[src/hdl/clock_pkg.sv]
package clock_pkg;

	// --------------------
	// time fields
	// --------------------

	// one field, 0 to 59
	typedef logic [5:0] hms_field_t;

	typedef struct packed {
		hms_field_t hou;
		hms_field_t min;
		hms_field_t sec;
	} hms_t;

	// last legal value per field
	localparam hms_field_t MAX_SEC = 6'd59;
	localparam hms_field_t MAX_MIN = 6'd59;
	localparam hms_field_t MAX_HOU = 6'd23;

	// --------------------
	// modes, positions
	// --------------------

	// mode button cycles clock -> setup -> alarm
	typedef enum logic [1:0] {
		MODE_CLOCK = 2'd0,
		MODE_SETUP = 2'd1,
		MODE_ALARM = 2'd2
	} mode_t;

	// position button cycles sec -> min -> hou
	typedef enum logic [1:0] {
		POS_SEC = 2'd0,
		POS_MIN = 2'd1,
		POS_HOU = 2'd2
	} pos_t;

	// clocks per second, clocks per digit
	localparam int TICK_DIV_DEFAULT = 50_000_000;
	localparam int SCAN_DIV_DEFAULT = 50_000;

	// button roles, index into the press vector
	localparam int NUM_BUTTONS = 4;
	localparam int BTN_MODE    = 0;
	localparam int BTN_POS     = 1;
	localparam int BTN_SET     = 2;
	localparam int BTN_ALARM   = 3;

	// step one field, back to 0 past its limit
	function automatic hms_field_t field_inc(hms_field_t f, hms_field_t lim);
		return (f >= lim) ? 6'd0 : f + 6'd1;
	endfunction

	// setup style increment, selected field only, no carry
	function automatic hms_t hms_inc_field(hms_t t, pos_t p);
		hms_t r;
		r = t;
		case (p)
			POS_SEC: r.sec = field_inc(t.sec, MAX_SEC);
			POS_MIN: r.min = field_inc(t.min, MAX_MIN);
			POS_HOU: r.hou = field_inc(t.hou, MAX_HOU);
			default: r = t;
		endcase
		return r;
	endfunction

endpackage

[src/hdl/disp_pkg.sv]
package disp_pkg;

	// --------------------
	// display geometry
	// --------------------

	// hh:mm:ss, index 0 is seconds ones
	localparam int NUM_DIGITS = 6;

	// segments a..g from msb down, active high
	typedef logic [6:0] seg_t;

	// one bcd value
	typedef logic [3:0] digit_t;

	// 0 to 5
	typedef logic [2:0] digit_idx_t;

	// active low, one bit low at a time
	typedef logic [NUM_DIGITS-1:0] digit_enb_t;

	// --------------------
	// segment codes
	// --------------------

	// digits 0..9, zero lights everything but g
	localparam seg_t SEG_CODE [10] = '{
		7'b111_1110, 7'b011_0000, 7'b110_1101, 7'b111_1001, 7'b011_0011,
		7'b101_1011, 7'b101_1111, 7'b111_0000, 7'b111_1111, 7'b111_0011
	};

	// anything outside 0..9
	localparam seg_t SEG_BLANK = 7'b000_0000;

endpackage

[src/hdl/ctrl_if.sv]
`timescale 1ns/1ps

// user control state, shared by the time keepers and the display
interface ctrl_if;

	import clock_pkg::*;

	mode_t mode;
	pos_t  position;
	// one cycle increment request
	logic  set_pulse;
	logic  alarm_en;

	modport ctrl  (output mode, output position, output set_pulse, output alarm_en);
	// running time ignores alarm enable
	modport keep  (input mode, input position, input set_pulse);
	modport alarm (input mode, input position, input set_pulse, input alarm_en);
	// display only picks the source
	modport disp  (input mode);

endinterface

[src/hdl/alarm_unit.sv]
`timescale 1ns/1ps

module alarm_unit (
	input  logic            clk,
	input  logic            rst_n,
	ctrl_if.alarm           i_ctrl,
	input  clock_pkg::hms_t i_time,
	output clock_pkg::hms_t o_alarm_time,
	output logic            o_alarm
);

	import clock_pkg::*;

	logic edit;
	logic match;

	// increments only land in alarm mode
	assign edit  = i_ctrl.set_pulse && (i_ctrl.mode == MODE_ALARM);

	// full hh:mm:ss compare
	assign match = (i_time == o_alarm_time);

	// --------------------
	// alarm time store
	always_ff @(posedge clk or negedge rst_n) begin
		if (!rst_n) begin
			o_alarm_time <= '0;
		end else if (edit) begin
			// same no carry rule as setup
			o_alarm_time <= hms_inc_field(o_alarm_time, i_ctrl.position);
		end
	end

	// --------------------
	// alarm latch
	// stays up after the match second passes, until disabled
	always_ff @(posedge clk or negedge rst_n) begin
		if (!rst_n) begin
			o_alarm <= 1'b0;
		end else if (!i_ctrl.alarm_en) begin
			o_alarm <= 1'b0;
		end else if (match) begin
			o_alarm <= 1'b1;
		end
	end

endmodule

[src/hdl/button_sync.sv]
`timescale 1ns/1ps

module button_sync (
	input  logic                              clk,
	input  logic                              rst_n,
	input  logic [clock_pkg::NUM_BUTTONS-1:0] i_btn,
	output logic [clock_pkg::NUM_BUTTONS-1:0] o_press
);

	import clock_pkg::*;

	// two sync stages, then a delayed copy for the edge
	logic [NUM_BUTTONS-1:0] meta;
	logic [NUM_BUTTONS-1:0] sync;
	logic [NUM_BUTTONS-1:0] sync_d;

	always_ff @(posedge clk or negedge rst_n) begin
		if (!rst_n) begin
			meta    <= '0;
			sync    <= '0;
			sync_d  <= '0;
			o_press <= '0;
		end else begin
			meta    <= i_btn;
			sync    <= meta;
			sync_d  <= sync;
			// rising edge only, a held button gives one pulse
			o_press <= sync & ~sync_d;
		end
	end

endmodule

[src/hdl/digit_scan.sv]
`timescale 1ns/1ps

module digit_scan (
	input  logic                 clk,
	input  logic                 rst_n,
	input  logic                 i_scan,
	ctrl_if.disp                 i_ctrl,
	input  clock_pkg::hms_t      i_time,
	input  clock_pkg::hms_t      i_alarm_time,
	output disp_pkg::seg_t       o_seg,
	output disp_pkg::digit_enb_t o_seg_enb
);

	import clock_pkg::*;
	import disp_pkg::*;

	hms_t       shown;
	digit_t     digits [NUM_DIGITS];
	digit_idx_t idx;
	digit_idx_t idx_next;
	digit_t     digit_next;

	// alarm mode shows the alarm time
	assign shown = (i_ctrl.mode == MODE_ALARM) ? i_alarm_time : i_time;

	// --------------------
	// tens / ones split
	// index 0 is seconds ones
	assign digits[0] = digit_t'(shown.sec % 10);
	assign digits[1] = digit_t'(shown.sec / 10);
	assign digits[2] = digit_t'(shown.min % 10);
	assign digits[3] = digit_t'(shown.min / 10);
	assign digits[4] = digit_t'(shown.hou % 10);
	assign digits[5] = digit_t'(shown.hou / 10);

	// next digit, 5 wraps to 0
	assign idx_next   = (idx == digit_idx_t'(NUM_DIGITS - 1)) ? 3'd0 : idx + 3'd1;
	assign digit_next = digits[idx_next];

	// --------------------
	// registered outputs
	// segments and enable move together on the scan pulse
	always_ff @(posedge clk or negedge rst_n) begin
		if (!rst_n) begin
			idx       <= '0;
			o_seg     <= SEG_CODE[0];
			o_seg_enb <= ~digit_enb_t'(1);
		end else if (i_scan) begin
			idx       <= idx_next;
			o_seg     <= (digit_next <= 4'd9) ? SEG_CODE[digit_next] : SEG_BLANK;
			// one low bit for the selected digit
			o_seg_enb <= ~(digit_enb_t'(1) << idx_next);
		end
	end

endmodule

[src/hdl/digital_clock.sv]
`timescale 1ns/1ps

module digital_clock #(
	parameter int TICK_DIV = clock_pkg::TICK_DIV_DEFAULT,
	parameter int SCAN_DIV = clock_pkg::SCAN_DIV_DEFAULT
) (
	input  logic       clk,
	input  logic       rst_n,
	input  logic       i_sw0,
	input  logic       i_sw1,
	input  logic       i_sw2,
	input  logic       i_sw3,
	output logic [6:0] o_seg,
	output logic [5:0] o_seg_enb,
	output logic       o_alarm
);

	import clock_pkg::*;

	logic                   sec_tick;
	logic                   scan_tick;
	logic [NUM_BUTTONS-1:0] btn;
	logic [NUM_BUTTONS-1:0] press;
	hms_t                   cur_time;
	hms_t                   alarm_time;

	ctrl_if u_ctrl_if ();

	// sw0 mode, sw1 field, sw2 increment, sw3 alarm enable
	assign btn = {i_sw3, i_sw2, i_sw1, i_sw0};

	// --------------------
	// enable pulses
	tick_gen #(
		.DIV (TICK_DIV)
	) u_sec_tick (
		.clk    (clk),
		.rst_n  (rst_n),
		.o_tick (sec_tick)
	);

	tick_gen #(
		.DIV (SCAN_DIV)
	) u_scan_tick (
		.clk    (clk),
		.rst_n  (rst_n),
		.o_tick (scan_tick)
	);

	// --------------------
	// buttons and control
	button_sync u_button_sync (
		.clk     (clk),
		.rst_n   (rst_n),
		.i_btn   (btn),
		.o_press (press)
	);

	mode_ctrl u_mode_ctrl (
		.clk     (clk),
		.rst_n   (rst_n),
		.i_press (press),
		.o_ctrl  (u_ctrl_if)
	);

	// --------------------
	// time keeping
	hms_counter u_hms_counter (
		.clk    (clk),
		.rst_n  (rst_n),
		.i_tick (sec_tick),
		.i_ctrl (u_ctrl_if),
		.o_time (cur_time)
	);

	alarm_unit u_alarm_unit (
		.clk          (clk),
		.rst_n        (rst_n),
		.i_ctrl       (u_ctrl_if),
		.i_time       (cur_time),
		.o_alarm_time (alarm_time),
		.o_alarm      (o_alarm)
	);

	// display mux
	digit_scan u_digit_scan (
		.clk          (clk),
		.rst_n        (rst_n),
		.i_scan       (scan_tick),
		.i_ctrl       (u_ctrl_if),
		.i_time       (cur_time),
		.i_alarm_time (alarm_time),
		.o_seg        (o_seg),
		.o_seg_enb    (o_seg_enb)
	);

endmodule

[src/hdl/hms_counter.sv]
`timescale 1ns/1ps

module hms_counter (
	input  logic            clk,
	input  logic            rst_n,
	input  logic            i_tick,
	ctrl_if.keep            i_ctrl,
	output clock_pkg::hms_t o_time
);

	import clock_pkg::*;

	logic setup;
	logic sec_wrap;
	logic min_wrap;

	// time frozen while setting
	assign setup    = (i_ctrl.mode == MODE_SETUP);

	// carry conditions for the running chain
	assign sec_wrap = (o_time.sec == MAX_SEC);
	assign min_wrap = (o_time.min == MAX_MIN);

	always_ff @(posedge clk or negedge rst_n) begin
		if (!rst_n) begin
			o_time <= '0;
		end else if (setup) begin
			// --------------------
			// setup, selected field only
			if (i_ctrl.set_pulse) begin
				o_time <= hms_inc_field(o_time, i_ctrl.position);
			end
		end else if (i_tick) begin
			// --------------------
			// running, sec -> min -> hou
			o_time.sec <= field_inc(o_time.sec, MAX_SEC);
			if (sec_wrap) begin
				o_time.min <= field_inc(o_time.min, MAX_MIN);
				if (min_wrap) begin
					// 23 wraps to 0
					o_time.hou <= field_inc(o_time.hou, MAX_HOU);
				end
			end
		end
	end

endmodule

[src/hdl/mode_ctrl.sv]
`timescale 1ns/1ps

module mode_ctrl (
	input  logic                              clk,
	input  logic                              rst_n,
	input  logic [clock_pkg::NUM_BUTTONS-1:0] i_press,
	ctrl_if.ctrl                              o_ctrl
);

	import clock_pkg::*;

	// increment goes straight through, the counters register it
	assign o_ctrl.set_pulse = i_press[BTN_SET];

	always_ff @(posedge clk or negedge rst_n) begin
		if (!rst_n) begin
			o_ctrl.mode     <= MODE_CLOCK;
			o_ctrl.position <= POS_SEC;
			o_ctrl.alarm_en <= 1'b0;
		end else begin
			// --------------------
			// mode, wraps after alarm
			if (i_press[BTN_MODE]) begin
				case (o_ctrl.mode)
					MODE_CLOCK: o_ctrl.mode <= MODE_SETUP;
					MODE_SETUP: o_ctrl.mode <= MODE_ALARM;
					default:    o_ctrl.mode <= MODE_CLOCK;
				endcase
			end
			// --------------------
			// field select, wraps after hours
			if (i_press[BTN_POS]) begin
				case (o_ctrl.position)
					POS_SEC: o_ctrl.position <= POS_MIN;
					POS_MIN: o_ctrl.position <= POS_HOU;
					default: o_ctrl.position <= POS_SEC;
				endcase
			end
			// alarm on/off
			if (i_press[BTN_ALARM]) begin
				o_ctrl.alarm_en <= ~o_ctrl.alarm_en;
			end
		end
	end

endmodule

[src/hdl/tick_gen.sv]
`timescale 1ns/1ps

module tick_gen #(
	parameter int DIV = 2
) (
	input  logic clk,
	input  logic rst_n,
	output logic o_tick
);

	localparam int CNT_W = $clog2(DIV);

	logic [CNT_W-1:0] cnt;

	// count 0..DIV-1, pulse once per wrap
	always_ff @(posedge clk or negedge rst_n) begin
		if (!rst_n) begin
			cnt    <= '0;
			o_tick <= 1'b0;
		end else if (cnt == CNT_W'(DIV - 1)) begin
			cnt    <= '0;
			o_tick <= 1'b1;
		end else begin
			cnt    <= cnt + 1'b1;
			o_tick <= 1'b0;
		end
	end

endmodule
[config.mk]
export PLATFORM = sky130hd
export DESIGN_NAME = digital_clock
export DESIGN_NICKNAME = d
export VERILOG_FILES = /design/src/hdl/clock_pkg.sv /design/src/hdl/disp_pkg.sv /design/src/hdl/ctrl_if.sv /design/src/hdl/alarm_unit.sv /design/src/hdl/button_sync.sv /design/src/hdl/digit_scan.sv /design/src/hdl/digital_clock.sv /design/src/hdl/hms_counter.sv /design/src/hdl/mode_ctrl.sv /design/src/hdl/tick_gen.sv
export SDC_FILE = /design/constraint.sdc
export NUM_CORES = 1
export LEC_CHECK = 0
export ABC_CLOCK_PERIOD_IN_PS = 7750
export BUFFER_PORTS_ARGS = -buffer_cell sky130_fd_sc_hd__buf_2
export CORE_ASPECT_RATIO = 1.2
export CORE_UTILIZATION = 35
export CTS_BUF_LIST = sky130_fd_sc_hd__clkbuf_16
export CTS_CLUSTER_DIAMETER = 120
export DETAILED_ROUTE_END_ITERATION = 12
export PLACE_DENSITY_LB_ADDON = 0.25
export REMOVE_ABC_BUFFERS = 1
export SETUP_SLACK_MARGIN = 0.2
export SYNTH_ARGS = -nofsm -noshare
export SYNTH_HDL_FRONTEND = slang
export SYNTH_HIERARCHICAL = 1
export SYNTH_SLANG_ARGS = --single-unit
[constraint.sdc]
create_clock -name clk -period 7.75 [get_ports clk]
set_input_delay 1.1625 -clock clk [delete_from_list [all_inputs] [get_ports clk]]
set_output_delay 1.1625 -clock clk [all_outputs]
set_load 0.1 [all_outputs]
# After elaboration in Yosys (flattened, before gate mapping)
# Memory sizes are Yosys's and may differ from the RTL's.
# Index checks and enable logic that the tools add are counted.
[word_totals]
mem_bits_ro = 112
output_inout_bits = 14
latchBits = 0
ff_bits = 118
wordCells = 110
input_bits = 6
mem_count = 1
ramBits = 0
[mem_list]
columns = ["memory", "words", "width", "rd", "rd_ports_with_merged_regs", "wr", "line_no", "source"]
rows = [
  ["(no name shown)", 16, 7, 1, 0, 0, "digit_scan.sv:50", "o_seg <= (digit_next <= 4'd9) ? SEG_CODE[digit_next] : SEG_BLANK;"],
]
[classes]
n_reduce_logical = 12
muxes = 30
n_lt_le_gt_ge = 9
bitwise_logic = 6
eq_ne = 15
n_shift = 1
div_mod_pow = 6
n_mul = 0
n_addsub = 9
[op_table]
columns = ["cell", "count"]
rows = [
  ["$div 6x4->32 const B", 3],
  ["$mod 6x4->32 const B", 3],
  ["$mux 18", 4],
  ["$mux 6", 10],
  ["$add 6x1->6 const B", 6],
  ["$add 26x1->26 const B", 1],
  ["$eq 26x26->1 const B", 1],
  ["$mux 26", 1],
  ["$ge 6x6->1 const B", 4],
  ["$mux 7", 3],
  ["$eq 18x18->1", 1],
  ["$add 16x1->16 const B", 1],
  ["$eq 16x16->1 const B", 1],
  ["$mux 16", 1],
  ["$bmux 4 s3", 1],
  ["$eq 6x6->1 const B", 2],
  ["$ge 6x5->1 const B", 2],
  ["$mux 12", 1],
  ["$mux 4", 2],
  ["$ne 2x1->1 const B", 4],
  ["$pmux 2 s2", 2],
  ["$not 6->6", 1],
  ["$reduce_and 2->1", 3],
  ["$reduce_bool 2->1", 3],
  ["other kinds (21)", 27],
]

# Depth between registers and ports, before layout
# Gate-level depths: netlist of the first run.
[logic_depth]
depth_word = 11
mapped_depth = 19
ltp_nobuf = 17

# Cells and area by module
# Netlist of the first run, hierarchy kept.
[modules_own_cells]
columns = ["module", "cells_each", "instances", "seq_area_each_um2", "area_each_um2"]
rows = [
  ["digit_scan", 303, 1, 414.1, 2456.1],
  ["tick_gen (u_sec_tick)", 135, 1, 675.6, 1362.6],
  ["alarm_unit", 131, 1, 475.5, 1184.9],
  ["hms_counter", 110, 1, 450.4, 1111.1],
  ["tick_gen (u_scan_tick)", 68, 1, 425.4, 787.0],
  ["button_sync", 20, 1, 400.4, 455.4],
  ["mode_ctrl", 16, 1, 125.1, 205.2],
]

# Worst setup path before layout of the first run
# OpenSTA, ideal clock, no wires.
[synth_path]
kind = "reg2reg"
from = "reg u_mode_ctrl.o_ctrl.mode[1]"
to = "reg u_digit_scan.o_seg[2]"
path_stages_with_launch = 17
slack_ns = 3.734
setup_ns = 0.078
arrival_ns = 3.938
required_time_ns = 7.672
path_cell_list = "dfrtp_1 -> nor2b_1 -> buf_6 -> buf_8 -> mux2i_1 -> inv_1 -> ha_1 -> a211oi_2 -> nor2_1 -> a21oi_1 -> o221ai_1 -> xnor2_1 -> o211ai_1 -> ha_1 -> nor2_1 -> or4_1 -> a41oi_2"
[synth_via]
elab_chain_len = 11
elab_cells_between_ends = 17
classes_between = "div: 6; order compare: 1; eq/ne: 1; mux: 7; bitwise: 1; memory: 1"
[synth_rtl]
columns = ["element", "line_no", "source"]
rows = [
  ["start: declaration", "ctrl_if.sv:14", "modport ctrl (output mode, output position, output set_pulse, output alarm_en);"],
  ["start signal: assignment", "mode_ctrl.sv:17", "o_ctrl.mode <= MODE_CLOCK;"],
  ["start signal: assignment", "mode_ctrl.sv:25", "MODE_CLOCK: o_ctrl.mode <= MODE_SETUP;"],
  ["start signal: assignment", "mode_ctrl.sv:26", "MODE_SETUP: o_ctrl.mode <= MODE_ALARM;"],
  ["$eq 2x2->1 (*)", "digit_scan.sv:24", "assign shown = (i_ctrl.mode == MODE_ALARM) ? i_alarm_time : i_time;"],
  ["$mux 18 (*)", "digit_scan.sv:24", ""],
  ["$div 6x4->32 (tied with other cells)", "digit_scan.sv:34", "assign digits[5] = digit_t'(shown.hou / 10);"],
  ["$bmux 4 s3 (*)", "digit_scan.sv:38", "assign digit_next = digits[idx_next];"],
  ["$mux 4 (not written as such) (*) (2 in series)", "digit_scan.sv:38", ""],
  ["$not 4->5 (not written as such)", "digit_scan.sv:50", ""],
  ["$mem_v2 16x7", "-", ""],
  ["$mux 7 (not written as such) (2 in series)", "digit_scan.sv:50", ""],
  ["$mux 7 (*)", "digit_scan.sv:50", ""],
  ["end signal: assignment", "digit_scan.sv:46", "o_seg <= SEG_CODE[0];"],
  ["end signal: assignment", "digit_scan.sv:50", ""],
  ["end: declaration", "digit_scan.sv:10", "output disp_pkg::seg_t o_seg,"],
]
# Every way passes the cells marked *; elsewhere a longest branch is shown, timed or not. The select of a mux whose other input is x is not followed.
# A chain may end at the register's enable or synchronous reset.

# Worst setup path in the final report of the first run
# Ends and elaborated chain as after synthesis.

==> results of run 1 <==
[final cells by class]
class	count	area, sq um
clock buffers	17	425
clock inverters	15	169
fillers	2068	12600
inverters	29	109
multi-input cells	614	4340
flip-flops and latches	118	2970
well taps	270	338
repair buffers	21	113
[cell families after synthesis]
| kind of cell | after synthesis | synth area share, % |
|---|---|---|
| flip-flops | 118 | 39.2 |
| AO/OA/AOI/OAI | 188 | 18.0 |
| AND/OR/NAND/NOR | 321 | 25.3 |
| adder cells (fa/ha/maj) | 21 | 3.44 |
| XOR/XNOR | 53 | 6.14 |
| buffers and inverters | 51 | 3.37 |
| multiplexers | 31 | 4.60 |
[power by group]
group | internal [uW] | switching (uW)
registers | 659 | 88.9
logic | 142 | 173
clock network | 481 | 324
total | 1280 | 586
[routing by layer]
| metal | part of all wire (%) | wire length [um] | global-route usage [%] |
|---|---|---|---|
| met1 | 47 | 7790 | 20.1 |
| met2 | 49 | 8280 | 27.4 |
| met3 | 2.6 | 434 | 3.32 |
| met4 | 1.4 | 229 | 5.61 |
| met5 | 0 | 0 | 0 |
[flip-flops by register name, indices dropped and copies added, names as in the netlist]
register                     count
u_button_sync/sync_d             4
u_scan_tick/cnt                 16
u_mode_ctrl/o_ctrl.mode          2
u_alarm_unit/o_alarm_time       18
u_digit_scan/o_seg_enb           6
u_scan_tick/o_tick               1
u_button_sync/o_press            4
u_button_sync/meta               4
u_alarm_unit/o_alarm             1
u_hms_counter/o_time            18
u_mode_ctrl/o_ctrl.alarm_en      1
u_digit_scan/idx                 3
u_digit_scan/o_seg               7
u_sec_tick/o_tick                1
u_button_sync/sync               4
u_sec_tick/cnt                  26
u_mode_ctrl/o_ctrl.position      2
[Yosys cell counts, types with 4 or more instances]
cell,n,share of area [%]
o21ai_1,5,0.33
nor4b_1,5,0.58
ha_1,20,3.3
xnor2_1,33,3.8
and3_1,11,0.91
nand3_1,32,2.1
nor2b_1,26,2.2
nor2_1,57,2.8
o31ai_1,8,0.79
o211ai_1,7,0.69
xor2_1,20,2.3
nor3b_1,4,0.40
o21ai_0,41,2.7
and4_1,10,1.2
and4bb_2,4,0.66
buf_2,5,0.33
o22ai_1,7,0.58
a21oi_1,41,2.7
nand2_1,60,3.0
or3_1,7,0.58
dfrtp_1,107,35
dfstp_2,11,3.8
and2_1,7,0.58
nor2b_4,5,0.91
buf_6,5,0.74
clkbuf_1,7,0.35
nand4_1,20,1.7
nor4_1,6,0.50
inv_1,29,1.4
nand2b_1,16,1.3
a31oi_1,5,0.41
a211oi_2,4,0.66
a21o_1,7,0.69
mux2_2,6,0.89
mux2i_1,20,2.6
nor3_1,12,0.79
o22a_1,4,0.46
or4_1,5,0.50
a31o_2,5,0.58
[through the flow]
| stage | cells | total power, uW |
|---|---|---|
| 5_1_grt | 1084 | 1970 |
| 2_1_floorplan | 761 | 976 |
| 3_5_place_dp | 1052 | 1070 |
| 6_report | 1084 | 1870 |
| 4_1_cts | 1084 | 1890 |
| 3_3_place_gp | 1052 | 1070 |
[final timing paths]
kind,start,endpoint,slack (ps),depth (start not counted)
max,u_mode_ctrl/o_ctrl.mode[1],u_digit_scan/o_seg[2],3030,16
min,u_button_sync/meta[2],u_button_sync/sync[2],350,0
max reg2reg,u_mode_ctrl/o_ctrl.mode[1],u_digit_scan/o_seg[2],3030,16
min reg2reg,u_button_sync/meta[2],u_button_sync/sync[2],350,0
max in group asynchronous,rst_n,u_alarm_unit/o_alarm_time[4],5670,2
min in group asynchronous,rst_n,u_alarm_unit/o_alarm_time[15],780,1
==> flow_summary.json, run 1 <==
{
  "rsz0062_at_grt": "false",
  "final_max_slew_viol_count": 0,
  "final_common_cell": "dfrtp_1",
  "clockRootBuffer": "clkbuf_16",
  "synth-edff-count": 0,
  "cp-start-kind": "flip-flop",
  "ys_seq_elements": 118,
  "async_reset_ff_share_pct": 100,
  "area_growth_syn_to_layout_pct": 11.9,
  "crit_arrival_ps": 5070,
  "overflow": 0,
  "postRouteAntennaNets": 0,
  "postCtsHoldBufs": 0,
  "setup_viol": 0,
  "initial_core_util_pct": 35.9,
  "antenna_found_initial": 0,
  "slowest_delay_ps": 570,
  "placed_cell_area_sq_um": 7870,
  "end_kind": "flip-flop",
  "vias": 5860,
  "clk_pin_slew_ps": 60,
  "pin_count": 20,
  "grt_usage_pct": 16.2,
  "port_buffers": 19,
  "clk_path_buf_depth": 2,
  "peakVddDrop_mv": 0.166,
  "powerDensity_nw_per_um2": 221,
  "core-area_sq_um": 21000,
  "die_area_sq_um": 22200,
  "tns_ps": 0,
  "cp_num_buf_inv": 3,
  "min_period_over_period_pct": 60.9,
  "drive_gt1_share_pct": 16.2,
  "finClkSkew_ps": 7.24,
  "rows": 58,
  "final_core_util_pct": 40.2,
  "fin_nets": 827,
  "crit_fanout": 27,
  "viasPerCell": 5.41,
  "clock_latency_ps": 430,
  "place_ws_ps": 3120,
  "grt_pass1_vias": 5736,
  "path_cells": "nor2b_2, buf_4, mux2i_1, inv_1, ha_1, a2111oi_2, o211ai_2, a221o_1, o2111ai_2, o21ai_0, and4bb_2, inv_1, ha_1, nor2_1, or4_1, a41oi_2",
  "avgSynthCellArea_sq_um": 9.66,
  "critPathTopFamily": "compound AO/OA/AOI/OAI gates",
  "outcome": "finished, final reports clean",
  "synthCells": 783,
  "crit_type": "flip-flop to flip-flop",
  "max-slew-margin-rel_pct": 32.4,
  "design_area_sq_um": 8460,
  "fin_ws_ps": 3030,
  "dieHeight_um": 163,
  "crit_slowest_cell": "dfrtp_1",
  "grt_pass1_wl_um": 28500,
  "wirelength_um": 16700,
  "maxCapViolCount": 0,
  "syn_area_sq_um": 7560,
  "hp-class": "flip-flop to flip-flop",
  "post_drt_wl_per_cell_um": 15.4,
  "cts_made_buffers": 17,
  "cts_resized": 0,
  "fmax_ghz": 0.212,
  "cts_tree": "built",
  "tightestPinTransition_ps": 1010,
  "cts.sinks": 118,
  "holdWs_ps": 347,
  "post_cts.repair.setup_buffers": 0,
  "leakage_uw": 0.00357,
  "drt-pass1-iter-count": 5,
  "ys.flop_type": "dfrtp_1",
  "num_antenna_cells": 0,
  "dp_hpwl_um": 11500,
  "grt_max_degree": 66,
  "drcViolationCount": 0,
  "critical_path_required_ps": 8100,
  "final_hold_viol_count": 0,
  "gp_congestion": 0.796,
  "synthDistinctLibCells": 109,
  "first_iter_violations": 395,
  "die_w_um": 136,
  "ys_warn_count": 6,
  "seq_area_frac_synth_pct": 39.2,
  "finalCriticalPeriod_ps": 4720,
  "layout_common_cells": "dfrtp_1, nand2_1, nor2_1",
  "h-tree-depth": 4
}
(Power assumes the default switching activity.)
==> inputs of run 2 (changes only) <==
Settings changed: ABC_CLOCK_PERIOD_IN_PS 7750 to 4100.
Clock period 7.75 ns to 4.1 ns, I/O delays scaled along.
==> run 2 against run 1 <==
Power up 94%. Largest power group unchanged. Hold slack worse by 64 ps. Fmax up 23%. Highest routed layer unchanged. Sequential power up 89%. Cell count up 3.9%. Setup slack worse by 2800 ps. Clock power up 90%. Flip-flop and latch count unchanged. Global-route usage up 0.83 points.
==> flow_summary.json, run 2 (synthesis results as in run 1) <==
{
  "outcome": "finished, final reports clean",
  "largest_register_ffs": 26,
  "postCtsHoldBufs": 0,
  "fill_cells": 2049,
  "pin_count": 20,
  "rows": 58,
  "initial_core_util_pct": 35.9,
  "final_core_util_pct": 42.2,
  "num_antenna_cells": 0,
  "hp-class": "primary input to asynchronous set/reset pin",
  "cts_made_buffers": 17,
  "fmax_ghz": 0.261,
  "clk_pin_slew_ps": 60,
  "power.internal_uw": 2470,
  "layout_common_cells": "dfrtp_1, nand2_1, nor2_1",
  "p_sw_share_pct": 31.5,
  "port_buffers": 19,
  "slowest_delay_ps": 510,
  "rsz0062_at_grt": "true",
  "r2r_start": "u_mode_ctrl/o_ctrl.mode[0]",
  "regArea_sq_um": 2970,
  "cp-start-kind": "flip-flop",
  "final_common_cell": "dfrtp_1",
  "drt-pass1-iter-count": 5,
  "grt_max_degree": 64,
  "dieHeight_um": 163,
  "crit_slowest_cell": "or4b_4",
  "area_growth_syn_to_layout_pct": 17.4,
  "first_iter_violations": 387,
  "overflow": 0,
  "power_frac_seq_pct": 38.9,
  "post_drt_wl_per_cell_um": 15.8,
  "leakage_uw": 0.00378,
  "clk_path_buf_depth": 2,
  "grt_pass1_vias": 5979,
  "regMostFlops": "u_sec_tick/cnt",
  "drive_gt1_share_pct": 22.1,
  "dp_hpwl_um": 12400,
  "tns_ps": 0,
  "min_period_over_period_pct": 93.6,
  "vias": 6081,
  "die_area_sq_um": 22200,
  "multi_input_area_sq_um": 4440,
  "peakVddDrop_mv": 0.329,
  "maxCapViolCount": 0,
  "clock_latency_ps": 420,
  "power_uw": 3610,
  "powerDensity_nw_per_um2": 407,
  "final_hold_viol_count": 0,
  "end_kind": "flip-flop",
  "final_max_slew_viol_count": 0,
  "cts_tree": "built",
  "finalCriticalPeriod_ps": 3840,
  "critical_path_required_ps": 4460,
  "crit_path_start": "u_mode_ctrl/o_ctrl.mode[0]",
  "grt_usage_pct": 17.0,
  "path_cells": "or4b_4, o31a_1, ha_2, nor2b_2, o311a_1, buf_4, o221ai_4, a21oi_2, a211oi_4, nor3_1, and4bb_2, inv_2, ha_1, or3_4, o211ai_1, o211a_1",
  "crit_arrival_ps": 4200,
  "antenna_found_initial": 0,
  "core-area_sq_um": 21000,
  "grt_pass1_wl_um": 29800,
  "viasPerCell": 5.40,
  "reg_top3": "u_sec_tick/cnt (26), u_alarm_unit/o_alarm_time (18), u_hms_counter/o_time (18)",
  "drcViolationCount": 0,
  "comb_power_share_pct": 18.9,
  "clockRootBuffer": "clkbuf_16",
  "wirelength_um": 17800,
  "crit_type": "flip-flop to flip-flop",
  "r2r_cells": 16,
  "max-slew-margin-rel_pct": 32.9,
  "finClkSkew_ps": 11.6,
  "crit_fanout": 6,
  "die_w_um": 136,
  "holdWs_ps": 283,
  "gp_congestion": 0.850,
  "power.share.clock_pct": 42.2,
  "postRouteAntennaNets": 0,
  "fin_nets": 869,
  "setup_viol": 0,
  "cts.sinks": 118,
  "h-tree-depth": 4,
  "tightestPinTransition_ps": 999,
  "switchingPower_uw": 1140
}
-- run 2: changes by cell type in the layout (fill, tap and decap cells not counted), moves of 3 or more --
cell      before  now
buf_4          3   44
inv_6          6    3
clkinv_4       2    5
ha_2           0    3
ha_1          20   17
-- run 2: final cells by class --
class                      count  area share, %
timing repair buffer          63           4.86
inverter                      29           1.23
clock inverter                15           1.90
clock buffer                  17           4.79
multi-input combinational    614           50.0
tap                          270           3.80
sequential                   118           33.4
-- run 2: final timing paths --
path	slack (ps)	to
max	260	u_digit_scan/o_seg[0]
min	280	u_hms_counter/o_time[12]
max reg2reg	260	u_digit_scan/o_seg[0]
min reg2reg	350	u_button_sync/sync[1]
max in group asynchronous	2900	u_digit_scan/o_seg_enb[2]
min in group clk	300	u_button_sync/meta[2]
-- run 2: stage by stage --
stage	std cells	worst slack (ps)	cell area [sq um]
after floorplan	761	-1170	7420
after global placement	1085	202	8120
after detailed placement	1085	94.5	8120
after CTS	1117	205	8730
after global routing	1126	116	8880
final	1126	263	8880
-- run 2: worst max-delay path, delay by kind of cell (launching register included) --
kind | cells | cell delay, ps
flip-flops | 1 | 450
buffers and inverters | 2 | 240
AND/OR/NAND/NOR | 5 | 1380
AO/OA/AOI/OAI | 7 | 1170
adder cells (fa/ha/maj) | 2 | 540
-- run 2: power groups by stage --
stage | sequential (uW) | combinational [uW] | clock (uW)
after floorplan | 1390 | 452 | 0
after global placement | 1420 | 635 | 0
after detailed placement | 1420 | 645 | 0
after CTS | 1400 | 653 | 1570
after global routing | 1430 | 759 | 1610
final | 1410 | 682 | 1530
-- run 2: layer usage --
| metal | vias up | part of all wire (%) | GRT usage, % |
|---|---|---|---|
| met1 | 2960 | 46 | 21.5 |
| li1 | 3008 | - | - |
| met3 | 24 | 2.5 | 3.01 |
| met2 | 89 | 49 | 28.5 |
| met4 | 0 | 2.0 | 6.46 |
| met5 | - | 0 | 0 |
-- run 2: repair_timing --
| item | 4_1_cts | 5_1_grt |
|---|---|---|
| setup endpoints to repair | 7 | 7 |
| pin swaps | 2 | 11 |
| buffers inserted | 0 | 9 |
| resized for setup | 3 | 21 |
| endpoints found under the hold margin | 0 | 0 |
